## src/wiscCfg.svh

```systemverilog
`ifndef WISC_CFG_SVH
`define WISC_CFG_SVH

// Datapath sizing for the 16-bit teaching core.
`define WISC_DW   16 // Data and PC width.
`define WISC_NREG 8  // Architectural registers.
`define WISC_RW   3  // Register index width.
`define WISC_OPW  5  // Opcode field, instr[15:11].

`endif

```

## src/wiscPkg.sv

```systemverilog
`include "wiscCfg.svh"

package wiscPkg;

   typedef logic [`WISC_DW-1:0] dataT; // Data and PC word.

   // Opcodes of the supported subset.
   typedef enum logic [`WISC_OPW-1:0] {
      opJr    = 5'b00101, // PC <- Rs + sext(imm8).
      opAddi  = 5'b01000,
      opSubi  = 5'b01001, // Rd <- imm - Rs.
      opXori  = 5'b01010,
      opAndni = 5'b01011,
      opBeqz  = 5'b01100,
      opBnez  = 5'b01101,
      opBltz  = 5'b01110,
      opBgez  = 5'b01111,
      opSlbi  = 5'b10010,
      opRoli  = 5'b10100,
      opSlli  = 5'b10101,
      opRori  = 5'b10110,
      opSrli  = 5'b10111,
      opLbi   = 5'b11000,
      opShift = 5'b11010, // R-format rol/sll/ror/srl.
      opAlu   = 5'b11011, // R-format add/sub/xor/andn.
      opSeq   = 5'b11100,
      opSlt   = 5'b11101,
      opSle   = 5'b11110,
      opSco   = 5'b11111
   } opcodeT;

   // Shifts occupy the low half so the funct bits map straight in.
   typedef enum logic [2:0] {
      aluRol, aluSll, aluRor, aluSrl, aluAdd, aluAnd, aluOr, aluXor
   } aluOpT;

   typedef enum logic [1:0] {bReg, bImm5, bImm8, bSlbi} bSrcT; // B operand source.

   // Top bit flags a branch, low bits pick the condition.
   typedef enum logic [2:0] {
      brNone = 3'b000,
      brEqz  = 3'b100,
      brNez  = 3'b101,
      brLtz  = 3'b110,
      brGez  = 3'b111
   } brTypeT;

endpackage

```

## src/cla_16b.sv

```systemverilog
`timescale 1ns/1ps

module cla_16b #(
   parameter int N = 16 // Must be a multiple of 4.
) (
   input  logic [N-1:0] a,
   input  logic [N-1:0] b,
   input  logic         cIn,
   output logic [N-1:0] sum,
   output logic         cOut
);

   logic [N-1:0] g;   // Bit generate.
   logic [N-1:0] p;   // Bit propagate.
   logic [N/4:0] grpC; // Carry into each group, ripple between groups.

   assign g       = a & b;
   assign p       = a ^ b;
   assign grpC[0] = cIn;

   for (genvar i = 0; i < N/4; i++) begin : gGroup
      logic [3:0] gi;
      logic [3:0] pi;
      logic [3:0] c;  // Carry into each bit of the group.
      logic       grpG;
      logic       grpP;

      assign gi   = g[4*i +: 4];
      assign pi   = p[4*i +: 4];
      assign c[0] = grpC[i];
      assign c[1] = gi[0] | (pi[0] & grpC[i]);
      assign c[2] = gi[1] | (pi[1] & gi[0]) | (pi[1] & pi[0] & grpC[i]);
      assign c[3] = gi[2] | (pi[2] & gi[1]) | (pi[2] & pi[1] & gi[0])
                  | (pi[2] & pi[1] & pi[0] & grpC[i]);

      // Group terms for the next group's carry.
      assign grpG = gi[3] | (pi[3] & gi[2]) | (pi[3] & pi[2] & gi[1])
                  | (pi[3] & pi[2] & pi[1] & gi[0]);
      assign grpP = &pi;

      assign grpC[i+1]    = grpG | (grpP & grpC[i]);
      assign sum[4*i +: 4] = pi ^ c; // Sum bits of this group.
   end

   assign cOut = grpC[N/4];

endmodule

```

## src/alu.sv

```systemverilog
`timescale 1ns/1ps
`include "wiscCfg.svh"

module alu (
   input  wiscPkg::dataT  inA,
   input  wiscPkg::dataT  inB,
   input  logic           cin,
   input  wiscPkg::aluOpT oper,
   input  logic           invA,
   input  logic           invB,
   input  logic           sign,
   output wiscPkg::dataT  out,
   output logic           zero,
   output logic           ofl
);

   import wiscPkg::*;

   localparam int Msb = `WISC_DW - 1;

   dataT                   aa;    // A after optional inversion.
   dataT                   bb;    // B after optional inversion.
   dataT                   sum;   // Adder result.
   logic                   cOut;  // Adder carry out.
   logic [3:0]             shAmt; // Shift count from B.
   logic [2*`WISC_DW-1:0]  rolW;  // Doubled word shifted left.
   logic [2*`WISC_DW-1:0]  rorW;  // Doubled word shifted right.

   assign aa    = invA ? ~inA : inA;
   assign bb    = invB ? ~inB : inB;
   assign shAmt = bb[3:0];
   assign rolW  = {aa, aa} << shAmt; // Upper half is the rotated word.
   assign rorW  = {aa, aa} >> shAmt; // Lower half is the rotated word.

   cla_16b #(.N(`WISC_DW)) adder (
      .a    (aa),
      .b    (bb),
      .cIn  (cin),
      .sum  (sum),
      .cOut (cOut)
   );

   ////////////////////////////////////////
   // Result select.
   ////////////////////////////////////////
   always_comb begin
      case (oper)
         aluRol:  out = rolW[2*`WISC_DW-1:`WISC_DW];
         aluSll:  out = aa << shAmt;
         aluRor:  out = rorW[`WISC_DW-1:0];
         aluSrl:  out = aa >> shAmt;   // Logical shift with zero fill.
         aluAdd:  out = sum;
         aluAnd:  out = aa & bb;
         aluOr:   out = aa | bb;
         default: out = aa ^ bb;
      endcase
   end

   assign zero = (out == '0);
   // Signed overflow when like-signed operands give a differently signed sum.
   assign ofl  = sign ? ((aa[Msb] == bb[Msb]) && (sum[Msb] != aa[Msb])) : cOut;

   // Lookahead adder agrees with a plain sum.
   always_comb begin
      assert final ($isunknown({aa, bb, cin})
                    || ({cOut, sum} == ({1'b0, aa} + {1'b0, bb} + cin)))
         else $error("alu adder disagrees with the expected sum");
   end

endmodule

```

## src/execute.sv

```systemverilog
`timescale 1ns/1ps
`include "wiscCfg.svh"

module execute (
   input  wiscPkg::opcodeT opcode,
   input  wiscPkg::dataT   pc,      // Already incremented.
   input  wiscPkg::aluOpT  oper,
   input  wiscPkg::dataT   a,
   input  wiscPkg::dataT   regData,
   input  wiscPkg::dataT   inst4,
   input  wiscPkg::dataT   inst7,
   input  wiscPkg::dataT   inst10,
   input  wiscPkg::dataT   slbi,
   input  wiscPkg::bSrcT   bSrc,
   input  logic            invA,
   input  logic            invB,
   input  logic            cin,
   input  logic            sign,
   input  logic            immSrc,  // Picks inst10 for the branch offset.
   input  logic            aluJump,
   input  wiscPkg::brTypeT brType,
   output wiscPkg::dataT   xcomp,
   output wiscPkg::dataT   newPc,
   output wiscPkg::dataT   bInput
);

   import wiscPkg::*;

   dataT aluRes;  // Raw ALU result.
   dataT brImm;   // Offset into the target adder.
   dataT target;  // PC plus offset.
   logic zf;      // Zero flag.
   logic sf;      // Sign flag.
   logic of;      // Overflow or carry, per sign.
   logic takeBr;  // Branch condition met.

   ////////////////////////////////////////
   // B operand select.
   ////////////////////////////////////////
   always_comb begin
      if (brType[2]) begin
         bInput = '0; // Branches test Rs alone.
      end else begin
         case (bSrc)
            bReg:    bInput = regData;
            bImm5:   bInput = inst4;
            bImm8:   bInput = inst7;
            default: bInput = slbi;
         endcase
      end
   end

   alu exAlu (
      .inA  (a),
      .inB  (bInput),
      .cin  (cin),
      .oper (oper),
      .invA (invA),
      .invB (invB),
      .sign (sign),
      .out  (aluRes),
      .zero (zf),
      .ofl  (of)
   );

   assign sf = aluRes[`WISC_DW-1];

   // Set-on-condition results are 0 or 1.
   always_comb begin
      case (opcode)
         opSeq:   xcomp = dataT'(zf);
         opSlt:   xcomp = dataT'(sf ^ of);        // Overflow flips the sign.
         opSle:   xcomp = dataT'((sf ^ of) | zf);
         opSco:   xcomp = dataT'(of);             // Carry out of Rs + Rt.
         default: xcomp = aluRes;
      endcase
   end

   ////////////////////////////////////////
   // Branch decision and target.
   ////////////////////////////////////////
   always_comb begin
      case (brType)
         brEqz:   takeBr = zf;
         brNez:   takeBr = ~zf;
         brLtz:   takeBr = sf;
         brGez:   takeBr = ~sf | zf;
         default: takeBr = 1'b0;
      endcase
   end

   assign brImm = immSrc ? inst10 : inst7;

   cla_16b #(.N(`WISC_DW)) pcAdder (
      .a    (pc),
      .b    (brImm),
      .cIn  (1'b0),
      .sum  (target),
      .cOut ()
   );

   assign newPc = aluJump ? aluRes : (takeBr ? target : pc);

   // Decode never marks one instruction as both jump and branch.
   always_comb begin
      assert final ($isunknown({aluJump, brType}) || !(aluJump && brType[2]))
         else $error("execute sees jr and a branch at once");
   end

endmodule

```

## src/decode.sv

```systemverilog
`timescale 1ns/1ps
`include "wiscCfg.svh"

module decode (
   input  logic                  clk,
   input  logic                  rstN,
   input  wiscPkg::dataT         instr,
   input  wiscPkg::dataT         pcIn,
   input  logic                  instrValid,
   output logic [`WISC_RW-1:0]   rdAddr1,
   output logic [`WISC_RW-1:0]   rdAddr2,
   input  wiscPkg::dataT         rdData1,
   input  wiscPkg::dataT         rdData2,
   output logic                  exValid,
   output wiscPkg::opcodeT       exOpcode,
   output wiscPkg::aluOpT        exOper,
   output wiscPkg::bSrcT         exBSrc,
   output logic                  exInvA,
   output logic                  exInvB,
   output logic                  exCin,
   output logic                  exSign,
   output logic                  exImmSrc,
   output logic                  exAluJump,
   output wiscPkg::brTypeT       exBrType,
   output logic                  exWrEn,
   output logic [`WISC_RW-1:0]   exDst,
   output wiscPkg::dataT         exA,
   output wiscPkg::dataT         exRegData,
   output wiscPkg::dataT         exInst4,
   output wiscPkg::dataT         exInst7,
   output wiscPkg::dataT         exInst10,
   output wiscPkg::dataT         exSlbi,
   output wiscPkg::dataT         exPc
);

   import wiscPkg::*;

   opcodeT              opc;
   aluOpT               oper;
   bSrcT                bSrc;
   brTypeT              brType;
   logic                invA, invB, cin, sign;
   logic                immSrc;
   logic                zExt;    // Zero-extend the 5-bit immediate.
   logic                zeroA;   // Force A to zero for lbi and slbi.
   logic                aluJump;
   logic                wr;
   logic [`WISC_RW-1:0] dst;

   assign opc     = opcodeT'(instr[15:11]);
   assign rdAddr1 = instr[10:8]; // Rs.
   assign rdAddr2 = instr[7:5];  // Rt.

   ////////////////////////////////////////
   // Control decode.
   ////////////////////////////////////////
   always_comb begin
      oper    = aluAdd;
      bSrc    = bReg;
      brType  = brNone;
      invA    = 1'b0;
      invB    = 1'b0;
      cin     = 1'b0;
      sign    = 1'b0;
      immSrc  = 1'b0;        // No J-format here, branches use imm8.
      zExt    = 1'b0;
      zeroA   = 1'b0;
      aluJump = 1'b0;
      wr      = 1'b1;
      dst     = instr[7:5];  // I-format Rd.
      case (opc)
         opAddi, opSubi, opXori, opAndni: begin
            bSrc = bImm5;
            zExt = opc[1];                 // xori, andni.
            invA = (opc == opSubi);        // imm - Rs.
            cin  = (opc == opSubi);
            invB = (opc == opAndni);
            oper = opc[1] ? (opc[0] ? aluAnd : aluXor) : aluAdd;
         end
         opRoli, opSlli, opRori, opSrli: begin
            bSrc = bImm5;
            zExt = 1'b1;
            oper = aluOpT'({1'b0, instr[12:11]});
         end
         opLbi, opSlbi: begin
            bSrc  = (opc == opSlbi) ? bSlbi : bImm8;
            zeroA = 1'b1;                  // ALU passes B through.
            oper  = aluOr;
            dst   = instr[10:8];
         end
         opAlu: begin
            dst  = instr[4:2];
            invA = (instr[1:0] == 2'b01);  // sub is Rt - Rs.
            cin  = (instr[1:0] == 2'b01);
            invB = (instr[1:0] == 2'b11);  // andn.
            oper = instr[1] ? (instr[0] ? aluAnd : aluXor) : aluAdd;
         end
         opShift: begin
            dst  = instr[4:2];
            oper = aluOpT'({1'b0, instr[1:0]});
         end
         opSeq, opSlt, opSle, opSco: begin
            dst  = instr[4:2];
            invB = (opc != opSco);         // Compares take Rs - Rt.
            cin  = (opc != opSco);
            sign = (opc != opSco);         // sco wants the carry.
         end
         opBeqz, opBnez, opBltz, opBgez: begin
            brType = brTypeT'({1'b1, instr[12:11]});
            wr     = 1'b0;
         end
         opJr: begin
            bSrc    = bImm8;
            aluJump = 1'b1;
            wr      = 1'b0;
         end
         default: wr = 1'b0; // Unknown opcode retires without a write.
      endcase
   end

   ////////////////////////////////////////
   // Decode/execute register.
   ////////////////////////////////////////
   always_ff @(posedge clk) begin
      if (!rstN) begin
         exValid   <= 1'b0;
         exWrEn    <= 1'b0;
         exAluJump <= 1'b0;
         exBrType  <= brNone;
      end else begin
         exValid   <= instrValid;
         exWrEn    <= instrValid & wr;
         exAluJump <= instrValid & aluJump;
         exBrType  <= instrValid ? brType : brNone; // Bubbles never branch.
      end
   end

   always_ff @(posedge clk) begin
      exOpcode  <= opc;
      exOper    <= oper;
      exBSrc    <= bSrc;
      exInvA    <= invA;
      exInvB    <= invB;
      exCin     <= cin;
      exSign    <= sign;
      exImmSrc  <= immSrc;
      exDst     <= dst;
      exA       <= zeroA ? '0 : rdData1;
      exRegData <= rdData2;
      exInst4   <= {{(`WISC_DW-5){~zExt & instr[4]}}, instr[4:0]};
      exInst7   <= {{(`WISC_DW-8){instr[7]}}, instr[7:0]};
      exInst10  <= {{(`WISC_DW-11){instr[10]}}, instr[10:0]};
      exSlbi    <= (rdData1 << 8) | dataT'(instr[7:0]); // Rs << 8 | zext imm8.
      exPc      <= pcIn;
   end

endmodule

```

## src/regFile.sv

```systemverilog
`timescale 1ns/1ps
`include "wiscCfg.svh"

module regFile (
   input  logic                clk,
   input  logic                rstN,
   input  logic [`WISC_RW-1:0] rdAddr1,
   input  logic [`WISC_RW-1:0] rdAddr2,
   output wiscPkg::dataT       rdData1,
   output wiscPkg::dataT       rdData2,
   input  logic                wrEn,
   input  logic [`WISC_RW-1:0] wrAddr,
   input  wiscPkg::dataT       wrData
);

   import wiscPkg::*;

   dataT regs [`WISC_NREG]; // Architectural registers.

   always_ff @(posedge clk) begin
      if (!rstN) begin
         for (int i = 0; i < `WISC_NREG; i++) begin
            regs[i] <= '0;
         end
      end else if (wrEn) begin
         regs[wrAddr] <= wrData;
      end
   end

   // Write-through, a read of the register being written sees the new value.
   assign rdData1 = (wrEn && (wrAddr == rdAddr1)) ? wrData : regs[rdAddr1];
   assign rdData2 = (wrEn && (wrAddr == rdAddr2)) ? wrData : regs[rdAddr2];

endmodule

```

## src/writeback.sv

```systemverilog
`timescale 1ns/1ps
`include "wiscCfg.svh"

module writeback (
   input  logic                clk,
   input  logic                rstN,
   input  logic                exValid,
   input  logic                exWrEn,
   input  logic [`WISC_RW-1:0] exDst,
   input  wiscPkg::dataT       xcomp,
   input  wiscPkg::dataT       newPc,
   output logic                wrEn,
   output logic [`WISC_RW-1:0] wrAddr,
   output wiscPkg::dataT       wrData,
   output logic                resValid,
   output wiscPkg::dataT       resData,
   output logic [`WISC_RW-1:0] resDst,
   output logic                resWr,
   output wiscPkg::dataT       resPc
);

   // Register file writes at the same edge that captures the result.
   assign wrEn   = exValid & exWrEn; // Bubbles never write.
   assign wrAddr = exDst;
   assign wrData = xcomp;

   always_ff @(posedge clk) begin
      if (!rstN) begin
         resValid <= 1'b0;
         resWr    <= 1'b0;
      end else begin
         resValid <= exValid;
         resWr    <= wrEn;
      end
   end

   always_ff @(posedge clk) begin
      resData <= xcomp;
      resDst  <= exDst;
      resPc   <= newPc;
   end

   // Decode requests a write only for a real instruction.
   assert property (@(posedge clk) disable iff (!rstN) exWrEn |-> exValid)
      else $error("write enable from decode on a bubble");

endmodule

```

## src/exTop.sv

```systemverilog
`timescale 1ns/1ps
`include "wiscCfg.svh"

module exTop (
   input  logic                clk,
   input  logic                rstN,
   input  wiscPkg::dataT       instr,
   input  wiscPkg::dataT       pcIn,
   input  logic                instrValid,
   output logic                resValid,
   output wiscPkg::dataT       resData,
   output logic [`WISC_RW-1:0] resDst,
   output logic                resWr,
   output wiscPkg::dataT       resPc
);

   import wiscPkg::*;

   // Register file ports.
   logic [`WISC_RW-1:0] rdAddr1, rdAddr2, wrAddr;
   dataT                rdData1, rdData2, wrData;
   logic                wrEn;

   // Decode/execute boundary.
   logic                exValid, exInvA, exInvB, exCin, exSign;
   logic                exImmSrc, exAluJump, exWrEn;
   opcodeT              exOpcode;
   aluOpT               exOper;
   bSrcT                exBSrc;
   brTypeT              exBrType;
   logic [`WISC_RW-1:0] exDst;
   dataT                exA, exRegData, exInst4, exInst7, exInst10, exSlbi, exPc;

   // Execute results.
   dataT                xcomp, newPc;

   decode dec (
      .clk        (clk),
      .rstN       (rstN),
      .instr      (instr),
      .pcIn       (pcIn),
      .instrValid (instrValid),
      .rdAddr1    (rdAddr1),
      .rdAddr2    (rdAddr2),
      .rdData1    (rdData1),
      .rdData2    (rdData2),
      .exValid    (exValid),
      .exOpcode   (exOpcode),
      .exOper     (exOper),
      .exBSrc     (exBSrc),
      .exInvA     (exInvA),
      .exInvB     (exInvB),
      .exCin      (exCin),
      .exSign     (exSign),
      .exImmSrc   (exImmSrc),
      .exAluJump  (exAluJump),
      .exBrType   (exBrType),
      .exWrEn     (exWrEn),
      .exDst      (exDst),
      .exA        (exA),
      .exRegData  (exRegData),
      .exInst4    (exInst4),
      .exInst7    (exInst7),
      .exInst10   (exInst10),
      .exSlbi     (exSlbi),
      .exPc       (exPc)
   );

   regFile rf (
      .clk     (clk),
      .rstN    (rstN),
      .rdAddr1 (rdAddr1),
      .rdAddr2 (rdAddr2),
      .rdData1 (rdData1),
      .rdData2 (rdData2),
      .wrEn    (wrEn),
      .wrAddr  (wrAddr),
      .wrData  (wrData)
   );

   execute ex (
      .opcode  (exOpcode),
      .pc      (exPc),
      .oper    (exOper),
      .a       (exA),
      .regData (exRegData),
      .inst4   (exInst4),
      .inst7   (exInst7),
      .inst10  (exInst10),
      .slbi    (exSlbi),
      .bSrc    (exBSrc),
      .invA    (exInvA),
      .invB    (exInvB),
      .cin     (exCin),
      .sign    (exSign),
      .immSrc  (exImmSrc),
      .aluJump (exAluJump),
      .brType  (exBrType),
      .xcomp   (xcomp),
      .newPc   (newPc),
      .bInput  ()          // Observation point only.
   );

   writeback wb (
      .clk      (clk),
      .rstN     (rstN),
      .exValid  (exValid),
      .exWrEn   (exWrEn),
      .exDst    (exDst),
      .xcomp    (xcomp),
      .newPc    (newPc),
      .wrEn     (wrEn),
      .wrAddr   (wrAddr),
      .wrData   (wrData),
      .resValid (resValid),
      .resData  (resData),
      .resDst   (resDst),
      .resWr    (resWr),
      .resPc    (resPc)
   );

endmodule

```

## config.mk

```make
export PLATFORM = sky130hd
export DESIGN_NAME = exTop
export DESIGN_NICKNAME = d
export VERILOG_FILES = /design/src/wiscPkg.sv /design/src/cla_16b.sv /design/src/alu.sv /design/src/execute.sv /design/src/decode.sv /design/src/regFile.sv /design/src/writeback.sv /design/src/exTop.sv
export VERILOG_INCLUDE_DIRS = /design/src
export SDC_FILE = /design/constraint.sdc
export NUM_CORES = 1
export LEC_CHECK = 0
export ABC_CLOCK_PERIOD_IN_PS = 8300
export BUFFER_PORTS_ARGS = -buffer_cell sky130_fd_sc_hd__buf_2
export CAP_MARGIN = 10
export CELL_PAD_IN_SITES_DETAIL_PLACEMENT = 1
export CELL_PAD_IN_SITES_GLOBAL_PLACEMENT = 1
export CORE_MARGIN = 2
export CORE_UTILIZATION = 51
export CTS_CLUSTER_DIAMETER = 150
export CTS_CLUSTER_SIZE = 24
export DETAILED_ROUTE_END_ITERATION = 12
export GPL_TIMING_DRIVEN = 0
export PLACE_DENSITY_LB_ADDON = 0.08
export SLEW_MARGIN = 20
export SYNTH_ARGS = -nofsm -noshare
export SYNTH_HDL_FRONTEND = slang
export SYNTH_HIERARCHICAL = 1
export SYNTH_SLANG_ARGS = --single-unit
```

## constraint.sdc

```tcl
create_clock -name clk -period 8.3 [get_ports clk]
set_input_delay 1.66 -clock clk [delete_from_list [all_inputs] [get_ports clk]]
set_output_delay 1.66 -clock clk [all_outputs]
set_load 0.05 [all_outputs]
```

==> metrics, run 1 <==
Core Area 0.0336 sq mm; Ys Warns 6; P_sw 1.57 mW; LEAKAGE 7.88 nW; vias in the first global route 13,540; Reg-to-Reg End dec/exA[0]$_SDFF_PN0_; Setup TNS Final 0 ns; die height 189 um; Syn Area/Cell 10.9 sq um; DRT antenna net count 0; Int Power 2.36 mW; Post-Route WL 56.1 mm; Final Wtd Congestion 0.954; # setup viols final 0; DR vias 13,247; crit-path max cell delay 0.49 ns; worst hold stages 0; hold_sp dec/exDst[1]$_DFF_P_; DR top layer met4; Initial Utilization 52.0%; HP Class flip-flop to flip-flop; hold path endpoint wb/resDst[1]$_DFF_P_; Sw Share 39.9%; Mapped Cells 1,605; RSZ-0062 raised after global routing no; CTS sink count 256; number of port buffers 71; mapped cell area 0.0175 sq mm; Iteration-0 DRC Markers 828; Fin Clk Skew 0.0429 ns; sequential power share 37.6%; row cnt 67; Rel. slew slack 34.9%; DR WL/cell 26.0 um; most frequent cells in the layout and2_1, dfxtp_1, edfxtp_1; outcome completed; fin crit share 95.5%; layout cells sized above 1 21.8%; clock buffer depth 3; Worst Path Required 8.72 ns; worst r2r src dec/exBSrc[0]$_DFF_P_; io pins 72; Worst Path Max Fanout 11; initial antenna violation count 0; Max VDD drop 0.000224 V; largest net degree at the start of global routing 26; Worst setup EP type flip-flop; detailed placement HPWL 45.2 mm; CTS buffer count 14; vias per inst 6.15; die area 0.0358 sq mm; Crit path arrival time 8.35 ns; final hold violations 0; Comb power frac 43.3%; Area Growth Syn to Fin 8.16%; FF-to-FF setup slack 0.38 ns; clock-pin transition on the worst setup and hold timing paths 0.10 ns; FF-to-FF path depth 29; die width 189 um; power density over the cells 208 mW/mm^2; root buffer cell clkbuf_16; slew at the pin closest to its max-slew limit 0.970 ns; TritonCTS clock tree yes; GR Overflow Total 0; met2 WL 28.5 mm; Startpoint Class flip-flop; # DRC 0; nets@finish 1,807; final-report max-slew violation count 0; max-cap violations 0; met1 WL 23.2 mm; most common cell after layout, fill and taps aside and2_1; CP max stage cell mux4_2; worst hold slack 0.359 ns; FMAX 0.126 GHz; global-route wire length before repair 84.4 mm; H-tree depth 1; Crit Path Class flip-flop to flip-flop; Clk pwr share 19.1%; TritonRoute pass-1 iters 5; minimum clock period 7.92 ns; Overall Global Routing Usage 31.2%; WL met3 2.97 mm; latest clock arrival within the worst-skew pair 0.52 ns
-- flip-flops by register name, indices dropped and copies added (netlist names), 5 cells and up --
name           count
rf/regs          128
dec/exA           16
dec/exPc          16
dec/exRegData     16
dec/exSlbi        16
wb/resData        16
wb/resPc          16
dec/exOpcode       5
-- power groups by stage --
stage          combinational, mW  clock [mW]  sequential (mW)
4_1_cts                     1.67       0.770             1.48
3_3_place_gp                1.63           0             1.50
2_1_floorplan              0.989           0             1.63
3_5_place_dp                1.66           0             1.50
5_1_grt                     1.80       0.813             1.48
6_report                    1.70       0.752             1.48
-- area by class of cell --
| class | instances | area [sq um] |
|---|---|---|
| Clock inverter | 1 | 8.76 |
| Inverter | 73 | 274 |
| Buffer | 163 | 1030 |
| Fill cell | 3660 | 14700 |
| Sequential cell | 256 | 6410 |
| Clock buffer | 22 | 402 |
| Antenna cell | 1 | 2.50 |
| Timing Repair Buffer | 77 | 423 |
| Tap cell | 448 | 561 |
| Multi-Input combinational cell | 1114 | 9800 |
-- how the worst max path moves through the flow --
stage / from / end / slack (ns) / cells after the start
2_1_floorplan: dec/exBSrc[0]$_DFF_P_ / dec/exA[0]$_SDFF_PN0_ / 2.26 / 29
3_3_place_gp: dec/exBSrc[0]$_DFF_P_ / dec/exA[0]$_SDFF_PN0_ / 0.38 / 29
3_5_place_dp: dec/exBSrc[0]$_DFF_P_ / dec/exA[0]$_SDFF_PN0_ / 0.36 / 29
4_1_cts: dec/exBSrc[0]$_DFF_P_ / dec/exA[0]$_SDFF_PN0_ / 0.28 / 29
5_1_grt: dec/exBSrc[0]$_DFF_P_ / dec/exA[0]$_SDFF_PN0_ / 0.03 / 29
6_report: dec/exBSrc[0]$_DFF_P_ / dec/exA[0]$_SDFF_PN0_ / 0.38 / 29
-- worst max-delay path: cells and delay by family, from the launching register on --
family          cells  cell delay, ns
flops               1            0.34
simple gates        7            1.24
mux                 3            1.16
compound gates      8            2.08
xor+xnor            2            0.56
fa+ha+maj           2            0.71
buf+inv             7            1.69
-- per-stage QoR --
stage / util, % / area [sq um] / total power [mW] / setup slack [ns] / instances
after CTS: 56.2 / 18900 / 3.92 / 0.284 / 2154
after detailed placement: 55.0 / 18500 / 3.16 / 0.363 / 2131
after global routing: 56.2 / 18900 / 4.10 / 0.0297 / 2154
after floorplan: - / 17500 / 2.62 / 2.26 / 1606
after global placement: 54.7 / 18400 / 3.13 / 0.378 / 2125
final: 56.2 / 18900 / 3.93 / 0.376 / 2155
-- what timing repair did --
item,CTS,global route
resized for setup,0,3
setup buffers,0,0
hold buffers,0,0
setup endpoints to repair,0,6
-- per-layer routing --
metal  GRT usage, %  vias up
met5              0        -
met2           56.1      429
met3           3.97       93
met4           7.09        0
li1               -     6008
met1           40.1     6717
(Power assumes the default switching activity.)
==> inputs of run 2 (changes only) <==
--- a/config.mk
+++ b/config.mk
@@ -18,6 +18,7 @@
 export DETAILED_ROUTE_END_ITERATION = 12
 export GPL_TIMING_DRIVEN = 0
 export PLACE_DENSITY_LB_ADDON = 0.08
+export RECOVER_POWER = 50
 export SLEW_MARGIN = 20
 export SYNTH_ARGS = -nofsm -noshare
 export SYNTH_HDL_FRONTEND = slang
==> constraint.sdc (replaced) <==
create_clock -name clk -period 8.3 [get_ports clk]
set_input_delay 1.66 -clock clk [delete_from_list [all_inputs] [get_ports clk]]
set_output_delay 1.66 -clock clk [all_outputs]
set_load 0.01 [all_outputs]
==> metrics, run 2 (synthesis gave the netlist of run 1 again) <==
worst slack, placed 0.363 ns (unchanged); clock-pin transition on the worst setup and hold timing paths 0.10 ns (about the same); layout cells sized above 1 17.9% (-3.9 points); CTS sink count 256 (unchanged); Crit Path Class flip-flop to flip-flop; met1 WL 23.4 mm (+0.77%); worst hold slack 0.359 ns (-0.0000330 ns); ant diodes 0 (-1); io pins 72 (unchanged); detailed placement HPWL 45.2 mm (unchanged); Finished Cell Area 0.0188 sq mm (-0.73%); Largest register FFs 128 (unchanged); Comb power frac 41.1% (-2.2 points); clock buffer depth 3 (unchanged); worst r2r src dec/exBSrc[0]$_DFF_P_; TritonCTS clock tree yes; Clk pwr share 19.9% (+0.8 points); crit-path max cell delay 0.49 ns (about the same); largest register by flop count rf/regs; vias in the first global route 13,540 (unchanged); hold path endpoint wb/resDst[1]$_DFF_P_; Final Wtd Congestion 0.954 (unchanged); Area Growth Syn to Fin 7.37%; DRT antenna net count 0 (unchanged); WL met3 2.85 mm (-4.2%); Worst setup EP type flip-flop; most frequent cells in the layout and2_1, dfxtp_1, edfxtp_1; Max VDD drop 0.000193 V (-14%); FMAX 0.126 GHz (-0.11%); Area after DPL 0.0185 sq mm (unchanged); global-route wire length before repair 84.4 mm (unchanged); die height 189 um (unchanged); FF-to-FF setup slack 0.37 ns (about the same); Crit path arrival time 8.35 ns (about the same); Fin Clk Skew 0.0437 ns (+0.000842 ns); outcome completed; H-tree depth 1 (unchanged); total power 3.79 mW (-3.6%); Startpoint Class flip-flop; root buffer cell clkbuf_16; most common cell after layout, fill and taps aside and2_1; Sw Share 38.1% (-1.8 points); final-report max-slew violation count 0 (unchanged); met2 WL 28.5 mm (about the same); Int Power 2.35 mW (-0.63%); minimum clock period 7.93 ns (+0.00837 ns); nets@finish 1,807 (unchanged); RSZ-0062 raised after global routing no; power density over the cells 202 mW/mm^2 (-2.9%); vias per inst 6.13 (-0.31%); CTS buffer count 14 (unchanged); slew at the pin closest to its max-slew limit 1.01 ns (+0.0364 ns); DR WL/cell 26.1 um (about the same); Core Area 0.0336 sq mm (unchanged); Initial Utilization 52.0% (unchanged); TritonRoute pass-1 iters 5 (unchanged); HP Class flip-flop to flip-flop; DR vias 13,200 (-0.35%); P_sw 1.44 mW (-8.0%); Worst Path Max Fanout 11 (unchanged); final hold violations 0 (unchanged); Post-Route WL 56.1 mm (about the same); hold_buf cts 0 (unchanged); Rel. slew slack 32.4% (-2.4 points); sequential power share 39.0% (+1.4 points); max-cap violations 0 (unchanged); latest clock arrival within the worst-skew pair 0.52 ns (about the same); die width 189 um (unchanged); FF-to-FF path depth 29 (unchanged); Iteration-0 DRC Markers 907 (+9.5%); die area 0.0358 sq mm (unchanged); row cnt 67 (unchanged); GR Overflow Total 0 (unchanged); Overall Global Routing Usage 31.2% (unchanged); Final WS setup 0.367 ns (-0.00837 ns); Worst Path Required 8.72 ns (about the same); fin crit share 95.6% (+0.10 points); DR top layer met4; largest net degree at the start of global routing 26 (unchanged); number of port buffers 71 (unchanged); # setup viols final 0 (unchanged); initial antenna violation count 0 (unchanged); worst hold stages 0 (unchanged); CP max stage cell mux4_2; hold_sp dec/exDst[1]$_DFF_P_; LEAKAGE 7.69 nW (-2.4%); Setup TNS Final 0 ns (unchanged); # DRC 0 (unchanged); Reg-to-Reg End dec/exA[0]$_SDFF_PN0_
==> run 2: cell type report <==
type,count,area (sq um)
Tap cell,448,561
Clock inverter,1,8.76
Inverter,73,274
Buffer,163,1030
Fill cell,3687,14800
Timing Repair Buffer,77,313
Multi-Input combinational cell,1114,9780
Clock buffer,22,402
Sequential cell,256,6410
==> run 2: stage by stage <==
step | cells | utilization, %
floorplan | 1606 | -
detailed placement | 2131 | 55.0
global placement | 2125 | 54.7
CTS | 2154 | 56.2
finish | 2154 | 55.8
global route | 2154 | 55.8
==> run 2: repair_timing <==
action                                  in CTS  in global routing
endpoints found under the setup margin       0                  6
resized for setup                            0                  3
setup buffers                                0                  0
==> run 2: worst max path at each step <==
| stage | from | end | slack, ns | depth (start not counted) |
|---|---|---|---|---|
| after floorplan | dec/exBSrc[0]$_DFF_P_ | dec/exA[0]$_SDFF_PN0_ | 2.26 | 29 |
| after global placement | dec/exBSrc[0]$_DFF_P_ | dec/exA[0]$_SDFF_PN0_ | 0.38 | 29 |
| after detailed placement | dec/exBSrc[0]$_DFF_P_ | dec/exA[0]$_SDFF_PN0_ | 0.36 | 29 |
| after CTS | dec/exBSrc[0]$_DFF_P_ | dec/exA[0]$_SDFF_PN0_ | 0.28 | 29 |
| after global routing | dec/exBSrc[0]$_DFF_P_ | dec/exA[0]$_SDFF_PN0_ | 0.03 | 29 |
| final | dec/exBSrc[0]$_DFF_P_ | dec/exA[0]$_SDFF_PN0_ | 0.37 | 29 |
==> run 2: critical path: cells and delay by family (launching register included) <==
| family | cells | cell delay [ns] |
|---|---|---|
| DFF | 1 | 0.34 |
| adders and majority gates | 2 | 0.71 |
| and+or+nand+nor | 7 | 1.25 |
| muxes | 3 | 1.17 |
| buffers and inverters | 7 | 1.68 |
| AOI/OAI and AO/OA | 8 | 2.06 |
| xor gates and xnor gates | 2 | 0.58 |
==> run 2: routing by layer <==
layer | vias to the layer above | GRT usage (%)
met1 | 6715 | 40.1
met3 | 83 | 3.97
met2 | 401 | 56.1
met4 | 0 | 7.09
met5 | - | 0
li1 | 6001 | -
==> run 2: power groups by stage <==
stage / Combinational, mW / Clock, mW / Sequential [mW]
finish: 1.56 / 0.752 / 1.48
global route: 1.66 / 0.813 / 1.49
CTS: 1.54 / 0.770 / 1.48
detailed placement: 1.53 / 0 / 1.50
global placement: 1.50 / 0 / 1.50
floorplan: 0.989 / 0 / 1.50
==> inputs of run 3 (changes only) <==
==> constraint.sdc (replaced) <==
create_clock -name clk -period 8.3 [get_ports clk]
set_input_delay 0.415 -clock clk [delete_from_list [all_inputs] [get_ports clk]]
set_output_delay 0.415 -clock clk [all_outputs]
set_load 0.01 [all_outputs]
==> metrics, run 3 (synthesis gave the netlist of run 1 again) <==
number of port buffers 71 (unchanged); Clk pwr share 19.8% (about the same); vias in the first global route 13,634 (+0.69%); worst hold slack 0.0143 ns (-0.344 ns); fin crit share 95.8% (+0.18 points); H-tree depth 1 (unchanged); Area Growth Syn to Fin 8.27%; Rel. slew slack 32.6% (+0.17 points); die width 189 um (unchanged); ant diodes 0 (unchanged); die area 0.0358 sq mm (unchanged); layout cells sized above 1 17.8% (-0.17 points); max-cap violations 0 (unchanged); clock-pin transition on the worst setup and hold timing paths 0.10 ns (about the same); worst r2r src dec/exBSrc[0]$_DFF_P_; largest register by flop count rf/regs; GR Overflow Total 0 (unchanged); largest net degree at the start of global routing 26 (unchanged); CTS sink count 256 (unchanged); Sw Share 38.0% (about the same); vias per inst 6.11 (-0.32%); TritonCTS clock tree yes; final hold violations 0 (unchanged); minimum clock period 7.95 ns (+0.0149 ns); sequential power share 39.0% (about the same); LEAKAGE 7.75 nW (+0.85%); io pins 72 (unchanged); Iteration-0 DRC Markers 980 (+8.0%); global-route wire length before repair 85.1 mm (+0.75%); row cnt 67 (unchanged); latest clock arrival within the worst-skew pair 0.52 ns (about the same); outcome completed; Initial Utilization 52.0% (unchanged); detailed placement HPWL 45.2 mm (unchanged); most frequent cells in the layout and2_1, dfxtp_1, edfxtp_1; DRT antenna net count 0 (unchanged); Finished Cell Area 0.0189 sq mm (+0.84%); clock buffer depth 3 (unchanged); CTS buffer count 14 (unchanged); slew at the pin closest to its max-slew limit 1.01 ns (+0.000444 ns); CP max stage cell mux4_2; # setup viols final 0 (unchanged); Crit path arrival time 8.37 ns (+0.02 ns); power density over the cells 200 mW/mm^2 (-0.67%); Max VDD drop 0.000193 V (about the same); Final Wtd Congestion 0.954 (unchanged); RSZ-0062 raised after global routing no; initial antenna violation count 0 (unchanged); P_sw 1.44 mW (+0.11%); Worst Path Required 8.72 ns (about the same); FF-to-FF setup slack 0.35 ns (about the same); setup repair bufs after CTS 0 (unchanged); Setup TNS Final 0 ns (unchanged); final-report max-slew violation count 0 (unchanged); most common cell after layout, fill and taps aside and2_1; Reg-to-Reg End dec/exA[0]$_SDFF_PN0_; TritonRoute pass-1 iters 6 (+1); Crit Path Class flip-flop to flip-flop; worst setup path start dec/exBSrc[0]$_DFF_P_; Post-Route WL 56.5 mm (+0.68%); Core Area 0.0336 sq mm (unchanged); HP Class input port to flip-flop; Comb power frac 41.2% (about the same); Area after DPL 0.0185 sq mm (unchanged); FF-to-FF path depth 29 (unchanged); total power 3.79 mW (+0.17%); Largest register FFs 128 (unchanged); DR vias 13,256 (+0.42%); root buffer cell clkbuf_16; Startpoint Class flip-flop; FMAX 0.126 GHz (-0.19%); Worst Path Max Fanout 11 (unchanged); Overall Global Routing Usage 31.5% (+0.24 points); Int Power 2.35 mW (+0.20%); DR WL/cell 26.0 um (about the same); # DRC 0 (unchanged); die height 189 um (unchanged); nets@finish 1,823 (+0.89%); crit path capture dec/exA[0]$_SDFF_PN0_; Fin Clk Skew 0.0425 ns (-0.00121 ns); Worst setup EP type flip-flop; crit-path max cell delay 0.49 ns (about the same)
run 3: area by class of cell:
| type | instances | area, sq um |
|---|---|---|
| tap | 448 | 561 |
| sequential | 256 | 6410 |
| timing repair buffer | 93 | 473 |
| multi-input combinational | 1114 | 9780 |
| clock buffer | 22 | 402 |
| buffer | 163 | 1020 |
| fill | 3676 | 14700 |
| clock inverter | 1 | 8.76 |
| inverter | 73 | 274 |
run 3: worst min-delay path by stage:
stage                                    endpoint                 start  slack (ns)  cells after the start
after floorplan              wb/resDst[0]$_DFF_P_  dec/exDst[0]$_DFF_P_        0.33                      0
after detailed placement     wb/resDst[0]$_DFF_P_  dec/exDst[0]$_DFF_P_        0.34                      0
after global routing      dec/exOpcode[0]$_DFF_P_             instr[11]      0.0002                      1
after global placement       wb/resDst[0]$_DFF_P_  dec/exDst[0]$_DFF_P_        0.34                      0
after CTS                     dec/exPc[6]$_DFF_P_               pcIn[6]      0.0006                      1
final                         dec/exPc[8]$_DFF_P_               pcIn[8]        0.01                      1
run 3: power groups by stage:
stage	combinational [mW]	sequential, mW	clock, mW
finish	1.56	1.48	0.752
global route	1.67	1.49	0.812
CTS	1.55	1.48	0.770
detailed placement	1.53	1.50	0
global placement	1.50	1.50	0
floorplan	0.989	1.50	0
run 3: metrics by stage:
stage	utilization (%)	cells	setup WS [ns]
6_report	56.3	2170	0.352
5_1_grt	56.3	2170	0.0154
4_1_cts	56.7	2169	0.284
3_5_place_dp	55.0	2131	0.363
3_3_place_gp	54.7	2125	0.378
2_1_floorplan	-	1606	2.26
run 3: critical path: cells and delay by family (launching register included):
| family | cells | cell delay (ns) |
|---|---|---|
| mux | 3 | 1.17 |
| fa+ha+maj | 2 | 0.71 |
| compound gates | 8 | 2.07 |
| simple gates | 7 | 1.25 |
| flops | 1 | 0.34 |
| xor+xnor | 2 | 0.57 |
| buf+inv | 7 | 1.72 |
run 3: timing repair:
item	CTS	global route
hold endpoints to repair	15	1
resized for setup	0	3
setup endpoints to repair	0	10
hold buffers	15	1
run 3: metal layers:
layer | routed length (um) | GRT usage, % | part of all wire, % | vias up
met5 | 0 | 0 | 0 | -
met4 | 1420 | 7.15 | 2.5 | 0
met3 | 2870 | 4.02 | 5.1 | 84
met2 | 28700 | 56.7 | 51 | 371
met1 | 23600 | 40.2 | 42 | 6768
li1 | - | - | - | 6033
